## config.mk

```make
export PLATFORM = sky130hd
export DESIGN_NAME = uop_queue
export DESIGN_NICKNAME = d
export VERILOG_FILES = /design/src/common/rv_isa_pkg.sv /design/src/common/ex_pipe_pkg.sv /design/src/uop_queue.sv
export SDC_FILE = /design/constraint.sdc
export NUM_CORES = 1
export LEC_CHECK = 0
export ABC_AREA = 0
export BUFFER_PORTS_ARGS = -buffer_cell sky130_fd_sc_hd__buf_2
export CAP_MARGIN = 20
export CORE_MARGIN = 2
export CORE_UTILIZATION = 44
export CTS_BUF_LIST = sky130_fd_sc_hd__clkbuf_8
export CTS_CLUSTER_DIAMETER = 150
export DETAILED_ROUTE_END_ITERATION = 10
export PLACE_DENSITY = 0.66
export SYNTH_ARGS = -nofsm -noshare
export SYNTH_HDL_FRONTEND = slang
export SYNTH_SLANG_ARGS = --single-unit
```

## constraint.sdc

```tcl
create_clock -name clk -period 4.6 [get_ports clk]
set_input_delay 0.92 -clock clk [delete_from_list [all_inputs] [get_ports clk]]
set_output_delay 0.92 -clock clk [all_outputs]
set_load 0.01 [all_outputs]
```

## src/common/rv_isa_pkg.sv

```systemverilog
package rv_isa_pkg;

    localparam logic [6:0] OPC_OP     = 7'b0110011;
    localparam logic [6:0] OPC_OP_IMM = 7'b0010011;
    localparam logic [6:0] OPC_BRANCH = 7'b1100011;

    // Base integer funct3 values are shared by OP and OP-IMM
    localparam logic [2:0] F3_ADD_SUB = 3'd0;
    localparam logic [2:0] F3_SLL     = 3'd1;
    localparam logic [2:0] F3_SLT     = 3'd2;
    localparam logic [2:0] F3_SLTU    = 3'd3;
    localparam logic [2:0] F3_XOR     = 3'd4;
    localparam logic [2:0] F3_SRL_SRA = 3'd5;
    localparam logic [2:0] F3_OR      = 3'd6;
    localparam logic [2:0] F3_AND     = 3'd7;

    localparam logic [2:0] F3_MUL     = 3'd0;
    localparam logic [2:0] F3_MULH    = 3'd1;
    localparam logic [2:0] F3_MULHSU  = 3'd2;
    localparam logic [2:0] F3_MULHU   = 3'd3;
    localparam logic [2:0] F3_DIV     = 3'd4;
    localparam logic [2:0] F3_DIVU    = 3'd5;
    localparam logic [2:0] F3_REM     = 3'd6;
    localparam logic [2:0] F3_REMU    = 3'd7;

    localparam logic [2:0] F3_BEQ     = 3'd0;
    localparam logic [2:0] F3_BNE     = 3'd1;
    localparam logic [2:0] F3_BLT     = 3'd4;
    localparam logic [2:0] F3_BGE     = 3'd5;
    localparam logic [2:0] F3_BLTU    = 3'd6;
    localparam logic [2:0] F3_BGEU    = 3'd7;

    localparam logic [6:0] F7_BASE    = 7'b0000000;
    localparam logic [6:0] F7_ALT     = 7'b0100000; // SUB and SRA/SRAI
    localparam logic [6:0] F7_MULDIV  = 7'b0000001;

    typedef struct packed {
        logic [6:0] funct7;
        logic [4:0] rs2;
        logic [4:0] rs1;
        logic [2:0] funct3;
        logic [4:0] rd;
        logic [6:0] opcode;
    } r_fmt_t;

    typedef struct packed {
        logic [11:0] imm;
        logic [4:0]  rs1;
        logic [2:0]  funct3;
        logic [4:0]  rd;
        logic [6:0]  opcode;
    } i_fmt_t;

    typedef struct packed {
        logic       imm_12;
        logic [5:0] imm_10_5;
        logic [4:0] rs2;
        logic [4:0] rs1;
        logic [2:0] funct3;
        logic [3:0] imm_4_1;
        logic       imm_11;
        logic [6:0] opcode;
    } b_fmt_t;

    typedef union packed {
        r_fmt_t r_fmt;
        i_fmt_t i_fmt;
        b_fmt_t b_fmt;
    } rv_instr_u;

endpackage

```

## src/common/ex_pipe_pkg.sv

```systemverilog
package ex_pipe_pkg;

    localparam int UOP_QUEUE_DEPTH = 4;
    localparam int CREDIT_W        = 3; // Holds 0 up to the full depth

    typedef enum logic [4:0] {
        ALU_X,
        ADD,
        SUB,
        AND,
        OR,
        XOR,
        SLL,
        SRL,
        SRA,
        SLT,
        SLTU,
        MUL,
        MULH,
        MULHSU,
        MULHU,
        DIV,
        DIVU,
        REM,
        REMU,
        BEQ,
        BNE,
        BLT,
        BGE,
        BLTU,
        BGEU
    } exe_fun_e;

    typedef struct packed {
        logic [31:0]           pc;
        rv_isa_pkg::rv_instr_u word;
        logic [31:0]           rs1_val;
        logic [31:0]           rs2_val;
    } fetch_pkt_t;

    typedef struct packed {
        logic [31:0] pc;
        exe_fun_e    exe_fun;
        logic [31:0] op1;
        logic [31:0] op2;   // rs2 value or sign-extended I immediate
        logic [31:0] imm_b;
        logic [4:0]  rd;
        logic        rf_wen;
    } uop_t;

    typedef struct packed {
        logic [31:0] pc;
        logic [4:0]  rd;
        logic        rf_wen;
        logic [31:0] alu_out;
        logic        br_flg;
        logic [31:0] br_target;
    } ex_result_t;

endpackage

```

## src/uop_queue.sv

```systemverilog
`timescale 1ns/1ns

module uop_queue (
    input  logic              clk,
    input  logic              rst_n,
    input  logic              flush,
    input  ex_pipe_pkg::uop_t uop,
    input  logic              uop_push,
    output ex_pipe_pkg::uop_t head,
    output logic              head_valid,
    input  logic              pop,
    output logic              credit_return
);

    ex_pipe_pkg::uop_t                                mem [ex_pipe_pkg::UOP_QUEUE_DEPTH];
    logic [$clog2(ex_pipe_pkg::UOP_QUEUE_DEPTH)-1:0] rd_ptr;
    logic [$clog2(ex_pipe_pkg::UOP_QUEUE_DEPTH)-1:0] wr_ptr;
    logic [ex_pipe_pkg::CREDIT_W-1:0]                count;

    function automatic logic [$clog2(ex_pipe_pkg::UOP_QUEUE_DEPTH)-1:0] next_ptr(
        input logic [$clog2(ex_pipe_pkg::UOP_QUEUE_DEPTH)-1:0] ptr
    );
        if (ptr == ex_pipe_pkg::UOP_QUEUE_DEPTH - 1) begin
            return '0;
        end
        return ptr + 1'b1;
    endfunction

    assign head       = mem[rd_ptr];
    assign head_valid = (count != '0);

    always_ff @(posedge clk) begin
        if (!rst_n || flush) begin
            rd_ptr        <= '0;
            wr_ptr        <= '0;
            count         <= '0;
            credit_return <= 1'b0; // Decoder refills its own credits on flush
        end else begin
            credit_return <= pop;
            if (uop_push) begin
                wr_ptr <= next_ptr(wr_ptr);
            end
            if (pop) begin
                rd_ptr <= next_ptr(rd_ptr);
            end
            case ({uop_push, pop})
                2'b10:   count <= count + 1'b1;
                2'b01:   count <= count - 1'b1;
                default: count <= count;
            endcase
        end
    end

    always_ff @(posedge clk) begin
        if (uop_push && !flush) begin
            mem[wr_ptr] <= uop;
        end
    end

endmodule

```

# After elaboration in Yosys (flattened, before gate mapping)
# Memory sizes are Yosys's and may differ from the RTL's. A register that Yosys moved wholly into a read port is not among the register bits.
# Index checks and enable logic that the tools add are counted.
# W data, S select, Z words.
[totals]
regBits = 8
ram_bits = 556
out_inout_bits = 141
wordCells = 34
memories = 1
[classes]
add_sub_neg = 4
eq_ne = 4
n_mux = 15
n_reduce_logical = 6
[mem_list]
columns = ["name", "depth", "word_bits", "rd", "rd_clocked_by_memory_dff", "wr", "line_no", "text"]
rows = [
  ["mem", 4, 139, 1, 1, 1, "uop_queue.sv:15", "ex_pipe_pkg::uop_t mem [ex_pipe_pkg::UOP_QUEUE_DEPTH];"],
]
[ops]
columns = ["op", "count"]
rows = [
  ["$mux W2", 6],
  ["$mux W1", 8],
  ["$eq A2 B2 Y1 const B", 3],
  ["$pmux W3 S2", 1],
  ["$add A2 B1 Y2 const B", 2],
  ["$add A3 B1 Y3 const B", 1],
  ["$reduce_bool A3 Y1", 1],
  ["$sub A3 B1 Y3 const B", 1],
  ["$eq A2 B1 Y1 const B", 1],
  ["$logic_not A1 Y1", 2],
  ["$reduce_bool A2 Y1", 1],
  ["$logic_and A1 B1 Y1", 1],
  ["$logic_or A1 B1 Y1", 1],
]

# Longest topological paths before layout
[depth]
depth_word = 7
mapped_depth = 6
depth_no_buf = 6

# Worst setup path before layout
# OpenSTA, ideal clock, no wires.
[synth_path]
kind = "input to register"
startpoint = "input port uop_push"
endpoint = "memory mem[0][0] in the netlist's numbering (enable)"
setup_time_ns = 0.516
arrival_ns = 4.342
setup_slack_ns = -0.257
stages = 3
path_buffers = 0
path_cell_list = "inv_1 nor2_1 and2_1"
[synth_via]
elab_chain_len = 3
[synth_lines]
columns = ["item", "line_no", "text"]
rows = [
  ["from (decl)", "uop_queue.sv:8", "input logic uop_push,"],
  ["$logic_and A1 B1 Y1", "uop_queue.sv:55", "if (uop_push && !flush) begin"],
  ["$mux W1", "uop_queue.sv:55", ""],
  ["$mux W1 (not written as such)", "uop_queue.sv:56", "mem[wr_ptr] <= uop;"],
  ["to (decl)", "uop_queue.sv:15", ""],
]
# No other way between the ends.

==> reports/summary.txt <==
Setup Fix Bufs, Post-CTS: 0
Net Count, Synth: 925
CTS tree: yes
Worst Hold Slack: 475 ps
Initial Util: 44.3%
Horiz. Die Dim: 220 um
first-pass GRT wire length: 59.3 mm
vias in the first global route: 9712
total global-route track usage: 16.7%
core box area: 0.0464 mm2
DRC Markers: 0
synth warn: 0
total power: 10300 uW
Setup TNS Final: 0 ps
GRT overflow: 0
part of the cycle the worst path needs: 80.1%
maximum vdd ir drop: 0.283 mV
fin util: 52.8%
Bufs on Longest Clock Path: 3
Slew @ Worst Pin: 958 ps
Placement Cell Area: 0.0228 mm2
commonest cells after routing, fill and taps aside: edfxtp_1, buf_2, mux4_2
Top Ports: 285
FMAX: 271 MHz
final slew viol count: 0
DIE HEIGHT: 220 um
1st-pass router iterations: 4
Clock Skew: 37.5 ps
largest net degree at the start of global routing: 68
Final HPWL DP: 24.3 mm
row count: 79
endpoint class of the critical path: output pin
antenna-violating nets left: 0
clock sink total: 566
die area: 0.0484 mm2
clock-pin slew on the worst setup and hold paths: 60 ps
Post-Synthesis Cells: 774
post-route cell area: 0.0245 mm2
Critical Path RT: 3680 ps
sequential cell area fraction in the yosys report: 82.3%
CTS Buf Count: 91
post-CTS sizing: 0
via/cell ratio: 5.11
max cap viols: 0
switching power: 2150 uW
Cell Int Power: 8120 uW
H-tree depth: 3
Slew headroom: 36.1%
Skew-Pair Late Insertion Delay: 640 ps
crit path DAT: 2770 ps
Setup Crit Path Kind: register to output pin
port buffer count: 284
Hold WC Path Type: input port to register
Post-Syn Area per Cell: 26.5 um2
CP Launch Type: register
WL/cell: 22.2 um
post-synth top area share: 81.3%
global placer's final weighted congestion: 0.742
Power Dens Cells: 419 mW/mm2
RSZ-0062 raised after global routing: false
Routed WL: 40.4 mm
most common cell after layout, fill and taps aside: edfxtp_1
static leakage: 0.00823 uW
synthesized area: 0.0205 mm2
Synth Register Bits: 566
clock period minus worst slack: 3690 ps
Combinational Power Share: 4.8%
setup violators final: 0
drt initial violations: 652
CTS Hold Buffers Added: 0
Unique masters post-synth: 21
Critical Path Fanout Max: 42
cell taking the most area after synthesis: edfxtp_1
sequential power share: 56.4%
Net Sw Frac: 20.9%
antenna violations before repair: 11
root buffer cell: clkbuf_8
Fillers: 3596
Area growth syn-to-layout: 19.2%
via count: 9320
Clk pwr share: 38.8%
Final Hold Fails: 0
layout cell share with drive strength beyond 1: 46.7%
# nets final: 1294
largest cells by area after synthesis: edfxtp_1, mux4_2, dfxtp_1, buf_6, ha_1
status: finished clean
[per-layer routing]
metal	global-route usage, %	up-vias	wire (um)
met5	0	-	104
met4	5.93	16	1090
met3	6.06	94	2850
met2	26.0	261	19600
met1	22.0	4836	16800
li1	-	4113	-
[worst max-delay path: stages, from the launching register on]
cell and delay (ps):
dfxtp_4 960, buf_4 430, mux4_2 550, buf_2 150
[power groups by stage]
stage	Combinational [uW]	Clock (uW)	Sequential (uW)
final	491	3990	5790
after global routing	536	4330	5790
after CTS	504	4120	5790
after detailed placement	502	0	5900
after global placement	491	0	5890
after floorplan	260	0	5880
[state kept, by name, indices dropped and copies added (netlist names), named ones only]
register and cells:
mem 556, count 3, rd_ptr 2, wr_ptr 2
credit_return 1
[cells by family after synthesis]
kind of cell,synth area share (%)
adder cells (fa/ha/maj),0.463
XOR/XNOR,0.0853
buffers and inverters,1.28
multiplexers,15.4
flip-flops,82.3
AO/OA/AOI/OAI,0.0974
AND/OR/NAND/NOR,0.432
[Yosys cell counts, drive strengths merged]
| master | number |
|---|---|
| edfxtp | 556 |
| mux4 | 139 |
| buf | 30 |
| dfxtp | 10 |
| nor2 | 8 |
| ha | 6 |
| and2 | 4 |
| inv | 4 |
| a21oi | 3 |
| mux2i | 3 |
| clkbuf | 2 |
| nor3b | 2 |
| or3 | 2 |
| fa | 1 |
| nand2b | 1 |
| o21ai | 1 |
| xnor2 | 1 |
| xor2 | 1 |
[path summary, 6_finish.rpt]
path | start | to | slack [ps] | cells after the start
min reg2reg | count[2] | count[2] | 510 | 2
max reg2reg | wr_ptr[0] | mem[0][96] | 2530 | 4
min | uop[79] | mem[2][79] | 470 | 1
max | register | head[68] | 910 | 3
[per-stage QoR]
stage | cells | worst slack [ps]
after global routing | 1820 | 647
after floorplan | 774 | 1300
after CTS | 1819 | 744
after detailed placement | 1657 | 1440
after global placement | 1657 | 1470
final | 1823 | 915
[final cells by class]
type / instances / area (um2) / area share (%)
Clock buffer: 95 / 1310 / 5.34
Inverter: 4 / 15.0 / 0.0613
Clock inverter: 67 / 389 / 1.59
Timing Repair Buffer: 308 / 1700 / 6.95
Antenna cell: 4 / 10.0 / 0.0409
Tap cell: 607 / 759 / 3.10
Sequential cell: 566 / 16900 / 69.1
Multi-Input combinational cell: 172 / 3390 / 13.9
No activity file was read; power rests on OpenSTA's default activity.
