`src/common/rv_isa_pkg.sv`:
```
package rv_isa_pkg;

    localparam logic [6:0] OPC_OP     = 7'b0110011;
    localparam logic [6:0] OPC_OP_IMM = 7'b0010011;
    localparam logic [6:0] OPC_BRANCH = 7'b1100011;

    // Base integer funct3 values are shared by OP and OP-IMM
    localparam logic [2:0] F3_ADD_SUB = 3'd0;
    localparam logic [2:0] F3_SLL     = 3'd1;
    localparam logic [2:0] F3_SLT     = 3'd2;
    localparam logic [2:0] F3_SLTU    = 3'd3;
    localparam logic [2:0] F3_XOR     = 3'd4;
    localparam logic [2:0] F3_SRL_SRA = 3'd5;
    localparam logic [2:0] F3_OR      = 3'd6;
    localparam logic [2:0] F3_AND     = 3'd7;

    localparam logic [2:0] F3_MUL     = 3'd0;
    localparam logic [2:0] F3_MULH    = 3'd1;
    localparam logic [2:0] F3_MULHSU  = 3'd2;
    localparam logic [2:0] F3_MULHU   = 3'd3;
    localparam logic [2:0] F3_DIV     = 3'd4;
    localparam logic [2:0] F3_DIVU    = 3'd5;
    localparam logic [2:0] F3_REM     = 3'd6;
    localparam logic [2:0] F3_REMU    = 3'd7;

    localparam logic [2:0] F3_BEQ     = 3'd0;
    localparam logic [2:0] F3_BNE     = 3'd1;
    localparam logic [2:0] F3_BLT     = 3'd4;
    localparam logic [2:0] F3_BGE     = 3'd5;
    localparam logic [2:0] F3_BLTU    = 3'd6;
    localparam logic [2:0] F3_BGEU    = 3'd7;

    localparam logic [6:0] F7_BASE    = 7'b0000000;
    localparam logic [6:0] F7_ALT     = 7'b0100000; // SUB and SRA/SRAI
    localparam logic [6:0] F7_MULDIV  = 7'b0000001;

    typedef struct packed {
        logic [6:0] funct7;
        logic [4:0] rs2;
        logic [4:0] rs1;
        logic [2:0] funct3;
        logic [4:0] rd;
        logic [6:0] opcode;
    } r_fmt_t;

    typedef struct packed {
        logic [11:0] imm;
        logic [4:0]  rs1;
        logic [2:0]  funct3;
        logic [4:0]  rd;
        logic [6:0]  opcode;
    } i_fmt_t;

    typedef struct packed {
        logic       imm_12;
        logic [5:0] imm_10_5;
        logic [4:0] rs2;
        logic [4:0] rs1;
        logic [2:0] funct3;
        logic [3:0] imm_4_1;
        logic       imm_11;
        logic [6:0] opcode;
    } b_fmt_t;

    typedef union packed {
        r_fmt_t r_fmt;
        i_fmt_t i_fmt;
        b_fmt_t b_fmt;
    } rv_instr_u;

endpackage

```
`src/common/ex_pipe_pkg.sv`:
```
package ex_pipe_pkg;

    localparam int UOP_QUEUE_DEPTH = 4;
    localparam int CREDIT_W        = 3; // Holds 0 up to the full depth

    typedef enum logic [4:0] {
        ALU_X,
        ADD,
        SUB,
        AND,
        OR,
        XOR,
        SLL,
        SRL,
        SRA,
        SLT,
        SLTU,
        MUL,
        MULH,
        MULHSU,
        MULHU,
        DIV,
        DIVU,
        REM,
        REMU,
        BEQ,
        BNE,
        BLT,
        BGE,
        BLTU,
        BGEU
    } exe_fun_e;

    typedef struct packed {
        logic [31:0]           pc;
        rv_isa_pkg::rv_instr_u word;
        logic [31:0]           rs1_val;
        logic [31:0]           rs2_val;
    } fetch_pkt_t;

    typedef struct packed {
        logic [31:0] pc;
        exe_fun_e    exe_fun;
        logic [31:0] op1;
        logic [31:0] op2;   // rs2 value or sign-extended I immediate
        logic [31:0] imm_b;
        logic [4:0]  rd;
        logic        rf_wen;
    } uop_t;

    typedef struct packed {
        logic [31:0] pc;
        logic [4:0]  rd;
        logic        rf_wen;
        logic [31:0] alu_out;
        logic        br_flg;
        logic [31:0] br_target;
    } ex_result_t;

endpackage

```
`src/instr_decoder.sv`:
```
`timescale 1ns/1ns

module instr_decoder (
    input  logic                   clk,
    input  logic                   rst_n,
    input  logic                   flush,
    input  ex_pipe_pkg::fetch_pkt_t fetch,
    input  logic                   fetch_valid,
    output logic                   fetch_ready,
    output ex_pipe_pkg::uop_t      uop,
    output logic                   uop_push,
    input  logic                   credit_return
);

    logic [ex_pipe_pkg::CREDIT_W-1:0] credits;
    logic                             accept;
    rv_isa_pkg::rv_instr_u            word;
    logic [31:0]                      imm_i;
    logic [31:0]                      imm_b;
    ex_pipe_pkg::uop_t                dec;

    assign fetch_ready = (credits != '0) && !flush;
    assign accept      = fetch_valid && fetch_ready;
    assign word        = fetch.word;

    assign imm_i = {{20{word.i_fmt.imm[11]}}, word.i_fmt.imm};
    assign imm_b = {{19{word.b_fmt.imm_12}}, word.b_fmt.imm_12, word.b_fmt.imm_11,
                    word.b_fmt.imm_10_5, word.b_fmt.imm_4_1, 1'b0};

    always_comb begin
        dec         = '0;
        dec.pc      = fetch.pc;
        dec.exe_fun = ex_pipe_pkg::ALU_X;
        dec.op1     = fetch.rs1_val;
        dec.op2     = fetch.rs2_val;
        dec.imm_b   = imm_b;
        case (word.r_fmt.opcode)
            rv_isa_pkg::OPC_OP: begin
                dec.rf_wen = 1'b1;
                if (word.r_fmt.funct7 == rv_isa_pkg::F7_MULDIV) begin
                    // funct3 order matches the enum order from MUL on
                    dec.exe_fun = ex_pipe_pkg::exe_fun_e'(ex_pipe_pkg::MUL + word.r_fmt.funct3);
                end else begin
                    case (word.r_fmt.funct3)
                        rv_isa_pkg::F3_ADD_SUB: dec.exe_fun =
                            (word.r_fmt.funct7 == rv_isa_pkg::F7_ALT) ?
                            ex_pipe_pkg::SUB : ex_pipe_pkg::ADD;
                        rv_isa_pkg::F3_SLL:     dec.exe_fun = ex_pipe_pkg::SLL;
                        rv_isa_pkg::F3_SLT:     dec.exe_fun = ex_pipe_pkg::SLT;
                        rv_isa_pkg::F3_SLTU:    dec.exe_fun = ex_pipe_pkg::SLTU;
                        rv_isa_pkg::F3_XOR:     dec.exe_fun = ex_pipe_pkg::XOR;
                        rv_isa_pkg::F3_SRL_SRA: dec.exe_fun =
                            (word.r_fmt.funct7 == rv_isa_pkg::F7_ALT) ?
                            ex_pipe_pkg::SRA : ex_pipe_pkg::SRL;
                        rv_isa_pkg::F3_OR:      dec.exe_fun = ex_pipe_pkg::OR;
                        default:                dec.exe_fun = ex_pipe_pkg::AND;
                    endcase
                end
            end
            rv_isa_pkg::OPC_OP_IMM: begin
                dec.rf_wen = 1'b1;
                dec.op2    = imm_i; // Shifts use only the low 5 bits
                case (word.i_fmt.funct3)
                    rv_isa_pkg::F3_ADD_SUB: dec.exe_fun = ex_pipe_pkg::ADD;
                    rv_isa_pkg::F3_SLL:     dec.exe_fun = ex_pipe_pkg::SLL;
                    rv_isa_pkg::F3_SLT:     dec.exe_fun = ex_pipe_pkg::SLT;
                    rv_isa_pkg::F3_SLTU:    dec.exe_fun = ex_pipe_pkg::SLTU;
                    rv_isa_pkg::F3_XOR:     dec.exe_fun = ex_pipe_pkg::XOR;
                    rv_isa_pkg::F3_SRL_SRA: dec.exe_fun =
                        (word.r_fmt.funct7 == rv_isa_pkg::F7_ALT) ?
                        ex_pipe_pkg::SRA : ex_pipe_pkg::SRL;
                    rv_isa_pkg::F3_OR:      dec.exe_fun = ex_pipe_pkg::OR;
                    default:                dec.exe_fun = ex_pipe_pkg::AND;
                endcase
            end
            rv_isa_pkg::OPC_BRANCH: begin
                case (word.b_fmt.funct3)
                    rv_isa_pkg::F3_BEQ:  dec.exe_fun = ex_pipe_pkg::BEQ;
                    rv_isa_pkg::F3_BNE:  dec.exe_fun = ex_pipe_pkg::BNE;
                    rv_isa_pkg::F3_BLT:  dec.exe_fun = ex_pipe_pkg::BLT;
                    rv_isa_pkg::F3_BGE:  dec.exe_fun = ex_pipe_pkg::BGE;
                    rv_isa_pkg::F3_BLTU: dec.exe_fun = ex_pipe_pkg::BLTU;
                    rv_isa_pkg::F3_BGEU: dec.exe_fun = ex_pipe_pkg::BGEU;
                    default:             dec.exe_fun = ex_pipe_pkg::ALU_X;
                endcase
            end
            default: dec.exe_fun = ex_pipe_pkg::ALU_X; // Bubble
        endcase
        dec.rd = dec.rf_wen ? word.r_fmt.rd : 5'd0;
    end

    always_ff @(posedge clk) begin
        if (!rst_n || flush) begin
            credits  <= ex_pipe_pkg::CREDIT_W'(ex_pipe_pkg::UOP_QUEUE_DEPTH);
            uop_push <= 1'b0;
        end else begin
            uop_push <= accept;
            case ({accept, credit_return})
                2'b10:   credits <= credits - 1'b1;
                2'b01:   credits <= credits + 1'b1;
                default: credits <= credits;
            endcase
        end
    end

    always_ff @(posedge clk) begin
        if (accept) begin
            uop <= dec;
        end
    end

endmodule

```
`config.mk`:
```
export PLATFORM = sky130hd
export DESIGN_NAME = instr_decoder
export DESIGN_NICKNAME = d
export VERILOG_FILES = /design/src/common/rv_isa_pkg.sv /design/src/common/ex_pipe_pkg.sv /design/src/instr_decoder.sv
export SDC_FILE = /design/constraint.sdc
export NUM_CORES = 1
export LEC_CHECK = 0
export BUFFER_PORTS_ARGS = -buffer_cell sky130_fd_sc_hd__buf_2
export CORE_MARGIN = 2
export CORE_UTILIZATION = 44
export DETAILED_ROUTE_END_ITERATION = 6
export GPL_TIMING_DRIVEN = 0
export PLACE_DENSITY = 0.8
export SLEW_MARGIN = 30
export SYNTH_ARGS = -nofsm -noshare
export SYNTH_HDL_FRONTEND = slang
export SYNTH_SLANG_ARGS = --single-unit
```
`constraint.sdc`:
```
create_clock -name clk -period 5 [get_ports clk]
set_input_delay 1.5 -clock clk [delete_from_list [all_inputs] [get_ports clk]]
set_output_delay 1.5 -clock clk [all_outputs]
set_load 0.01 [all_outputs]
```
---- Yosys cells after proc, flatten, opt, wreduce, memory -nomap -nowiden ----
Index checks and enable logic that the tools add are counted.
storage, ports and cells
  register bits ........................... 123
  latch bits .............................. 0
  memory bits (writable) .................. 0
  ROM bits ................................ 0
  input port bits ......................... 133
  logic and storage cells ................. 45
  memories kept ........................... 0
cells by class
  add/sub/neg operators ................... 3
  multiply operators ...................... 0
  divide/modulo/power cells ............... 0
  magnitude comparators ................... 0
  equality and inequality tests ........... 14
  shift-type cells ........................ 0
  mux-type cells .......................... 10
  bitwise gates (word level) .............. 0
  reductions and logical operators ........ 9
operator list
  kind                                                  count
  case mux 4 bit (7 select lines)                       2
  2-to-1 mux 32 bit                                     1
  case mux 5 bit (6 select lines)                       1
  case mux 5 bit (3 select lines)                       1
  equality test 7 x 6 -> 1 bit (second input constant)  2
  equality test 3 bit (second input constant)           4
  equality test 7 x 1 -> 1 bit (second input constant)  1
  equality test 7 x 5 -> 1 bit (second input constant)  1
  equality test 7 bit (second input constant)           1
  equality test 3 x 2 -> 1 bit (second input constant)  2
  case mux 3 bit (2 select lines)                       1
  adder 4 x 3 -> 5 bit (first input constant)           1
  2-to-1 mux 5 bit                                      1
  2-to-1 mux 4 bit                                      1
  adder 3 x 1 -> 3 bit (second input constant)          1
  equality test 3 x 1 -> 1 bit (second input constant)  1
  zero test 3 bit                                       1
  nonzero test 3 bit                                    1
  subtractor 3 x 1 -> 3 bit (second input constant)     1
  equality test 2 x 1 -> 1 bit (second input constant)  1
  equality test 2 bit (second input constant)           1
  logical AND 1 bit                                     2
  zero test 1 bit                                       2
  2-to-1 mux 2 bit                                      1
  other kinds (4)                                       4

---- Depth between registers and ports, before layout ----
  word-level depth ........................ 5
  gate-level depth with buffers ........... 9
  depth with buffers taken out ............ 9

---- Worst setup path before layout ----
No wires, ideal clock.
  path kind ............................... input -> register
  start ................................... in flush
  end ..................................... reg uop[0] (netlist name), enable pin
  arrival ................................. 4164 ps
  path slack .............................. 363 ps
  stages on the path ...................... 3
  path buffers ............................ 0
  cells stage by stage .................... nor2_1 > nand2_1 > inv_1
on the way
  longest elaborated chain between the ends .. 3
RTL lines
  item                  line                  source
  from (decl)           instr_decoder.sv:6    input logic flush,
  zero test 1 bit       instr_decoder.sv:22   assign fetch_ready = (credits != '0) && !flush;
  logical AND 1 bit     instr_decoder.sv:22
  logical AND 1 bit     instr_decoder.sv:23   assign accept = fetch_valid && fetch_ready;
  named net accept      instr_decoder.sv:16   logic accept;
  to (signal assigned)  instr_decoder.sv:108  uop <= dec;
  to (decl)             instr_decoder.sv:10   output ex_pipe_pkg::uop_t uop,
The timed path passes the listed nets, and every way through them passes these cells.
A chain may end at the register's enable or synchronous reset.

---- Worst setup path after layout ----
  start ................................... in flush
  end ..................................... out fetch_ready
on the way
  longest elaborated chain between the ends .. 2
RTL lines
  item               line                 source
  zero test 1 bit    instr_decoder.sv:22
  logical AND 1 bit  instr_decoder.sv:22
  to (decl)          instr_decoder.sv:9   output logic fetch_ready,
Every way passes these cells.

==> metrics.yaml <==
status:
  status: "finished clean"
finish:
  final_cell_mix: "buf_2, edfxtp_1, a21o_1"
  diodes: 0
  fin_nets: 705
  seq_area_um2: 3650
  syn2layout_area_growth_pct: 46.1
  instances_no_fill: 716
  multiInputGateArea_um2: 895
  n_fill_cell: 793
  layout_commonest_cell: "buf_2"
  drive_gt1_share_pct: 59.4
  design_area_um2: 6970
global_route:
  grt_pass1_vias: 3502
  antenna_found_initial: 2
  use_met3_pct: 7.47
  overflow: 0
  grtUsageMet1_pct: 22.0
  grt_first_pass_wirelength_um: 18300
  grtUsageTotal_pct: 21.4
  met2_usage_pct: 39.4
  grt_max_degree: 80
  top_usage_layer: "met2"
worst_setup_path:
  cp.arrival_ns: 1.91
  slowest_stage: "buf_2"
  path_max_fanout: 3
  path_buf_inv: 2
  slowest_delay_ns: 0.16
  required_ns: 3.50
  crit_type: "primary input to output pin"
  cp-end-kind: "output pin"
  crit_top_cell: "buf_2"
  cp_top_family: "buffers and inverters"
  path_cells: "buf_2 > nor2_1 > buf_2"
  startpoint_type: "primary input"
timing:
  fin_crit_sh_pct: 68.2
  fin_skew_ns: 0.00781
  hold_viol_final: 0
  layout_setup_ws_ns: 1.59
  rsz0062_at_grt: "no"
  max_freq_ghz: 0.293
  min_period_ns: 3.41
  setup_viol_count_final: 0
  slew_violations: 0
  tightest_slew_ns: 0.652
  slew_headroom_pct: 56.5
power_and_ir_drop:
  power_density_nw_per_um2: 399
  leakagePower_nw: 3.15
  vdd_ir_drop_max_uv: 185
  finalPower_w: 0.00278
routing:
  avgViaCountPerCell: 4.88
  wl_per_cell_um: 18.1
  vias: 3495
  postRouteWirelength_um: 12900
  drc: 0
  ant_nets: 0
  dr.pass1.iters: 5
  drtIter0Drc: 201
yosys:
  yosysTopAreaCellShare_pct: 75.0
  synth-edff-count: 119
  yosysSeqAreaShare_pct: 76.6
  syn_avg_cell_area_um2: 17.2
  synthCells: 277
  synthDistinctLibCells: 48
  yosysTopAreaCell: "edfxtp_1"
  synth_seq_cells: 123
  synth_nets: 418
  async_flop_share_pct: 0
  yosys_warnings: 0
  synth_top_cells_by_area: "edfxtp_1, a21o_1, buf_4, mux2_2, ha_1"
  syn_area_um2: 4770
  ys.flop_type: "edfxtp_1"
clock_network:
  insertion_delay_ns: 0.50
  ctsHtreeMaxLevel: 4
  cts_setup_buffers: 0
  cts_hold_buf: 0
  cts.sinks: 123
  cts_resized: 0
  clock_path_buffers: 2
  cts_root_buf: "clkbuf_8"
  cts.clk_slew.worst_paths_ns: 0.06
  tritoncts: "done"
  cts_buffers: 17
floorplanning:
  die_area_um2: 11700
  die_width_um: 108
  start_util_pct: 44.6
  core_um2: 10700
  die-height_um: 108
  ios: 274
  rows: 38
placement:
  dp_slack_ns: 1.58
  post-dp-hpwl_um: 9360
  dpl_cell_area_um2: 6310
  place_congestion: 0.904
  portBuffers: 267
  dp.cells: 685
worst_hold_path:
  hp-class: "flop to flop"
flow_run:
  maxCapViolations: 0
cell families (layout without fill, tap and decap cells):
| family | after synthesis | after routing | synth area share [%] |
|---|---|---|---|
| and+or+nand+nor | 46 | 46 | 5.75 |
| AOI/OAI and AO/OA | 47 | 47 | 7.27 |
| adders and majority gates | 8 | 8 | 2.26 |
| buffers and inverters | 37 | 336 | 4.59 |
| DFF | 123 | 123 | 76.6 |
| other | 1 | 1 | 0.0787 |
| xor gates and xnor gates | 2 | 2 | 0.368 |
| muxes | 13 | 13 | 3.04 |
final timing paths:
| kind | slack [ns] | depth (start not counted) | endpoint | startpoint |
|---|---|---|---|---|
| min | 0.58 | 2 | credits[1] | credits[1] |
| min reg2reg | 0.58 | 2 | credits[1] | credits[1] |
| max reg2reg | 2.63 | 9 | credits[2] | credits[0] |
| max | 1.59 | 3 | fetch_ready | flush |
report_power, final:
part	internal, W	leakage [nW]	switching [W]
clock network	0.000910	0.320	0.000442
registers	0.00119	1.16	0.0000148
logic	0.000103	1.68	0.000120
sequential cells by signal (all words and copies together) (netlist names):
register and cells:
uop 119, credits 3, uop_push 1
per-stage QoR:
| step | utilization [%] | hold slack, ns | TNS [ns] |
|---|---|---|---|
| after global placement | 58.7 | 0.541 | -45.72 |
| final | 65.1 | 0.579 | 0 |
| after floorplan | - | 0.523 | 0 |
| after CTS | 65.1 | 0.565 | 0 |
| after detailed placement | 59.0 | 0.558 | 0 |
| after global routing | 65.1 | 0.611 | 0 |
layer usage:
layer  vias up  share of wire [%]
li1       1625                  -
met1      1688                 35
met2       160                 55
met3        20                7.9
met4         2                1.6
met5         -              0.093
cell usage after synthesis (all sizes together), types with 2 or more instances:
| library cell | number |
|---|---|
| a211oi | 4 |
| a21o | 22 |
| and2 | 2 |
| and3 | 7 |
| buf | 24 |
| clkbuf | 5 |
| dfxtp | 4 |
| edfxtp | 119 |
| ha | 7 |
| inv | 8 |
| mux2 | 12 |
| nand2 | 5 |
| nand3b | 2 |
| nor2 | 10 |
| nor2b | 3 |
| nor3 | 5 |
| o211ai | 2 |
| o21ai | 6 |
| o21bai | 2 |
| o22ai | 2 |
| xor2 | 2 |
final cells by class:
cell class                      count  area share, %
Buffer                             29           2.71
Clock buffer                       17           5.94
Clock inverter                     14           3.47
Inverter                            8          0.503
Multi-Input combinational cell    117           12.8
Sequential cell                   123           52.4
Tap cell                          140           2.51
Timing Repair Buffer              268           19.6
worst min-delay path: stages, from the launching register on:
cell and delay, ns:
dfxtp_1 0.33, mux2i_1 0.14, nor2_1 0.05
Note: power is estimated with default switching activity, not from simulation.
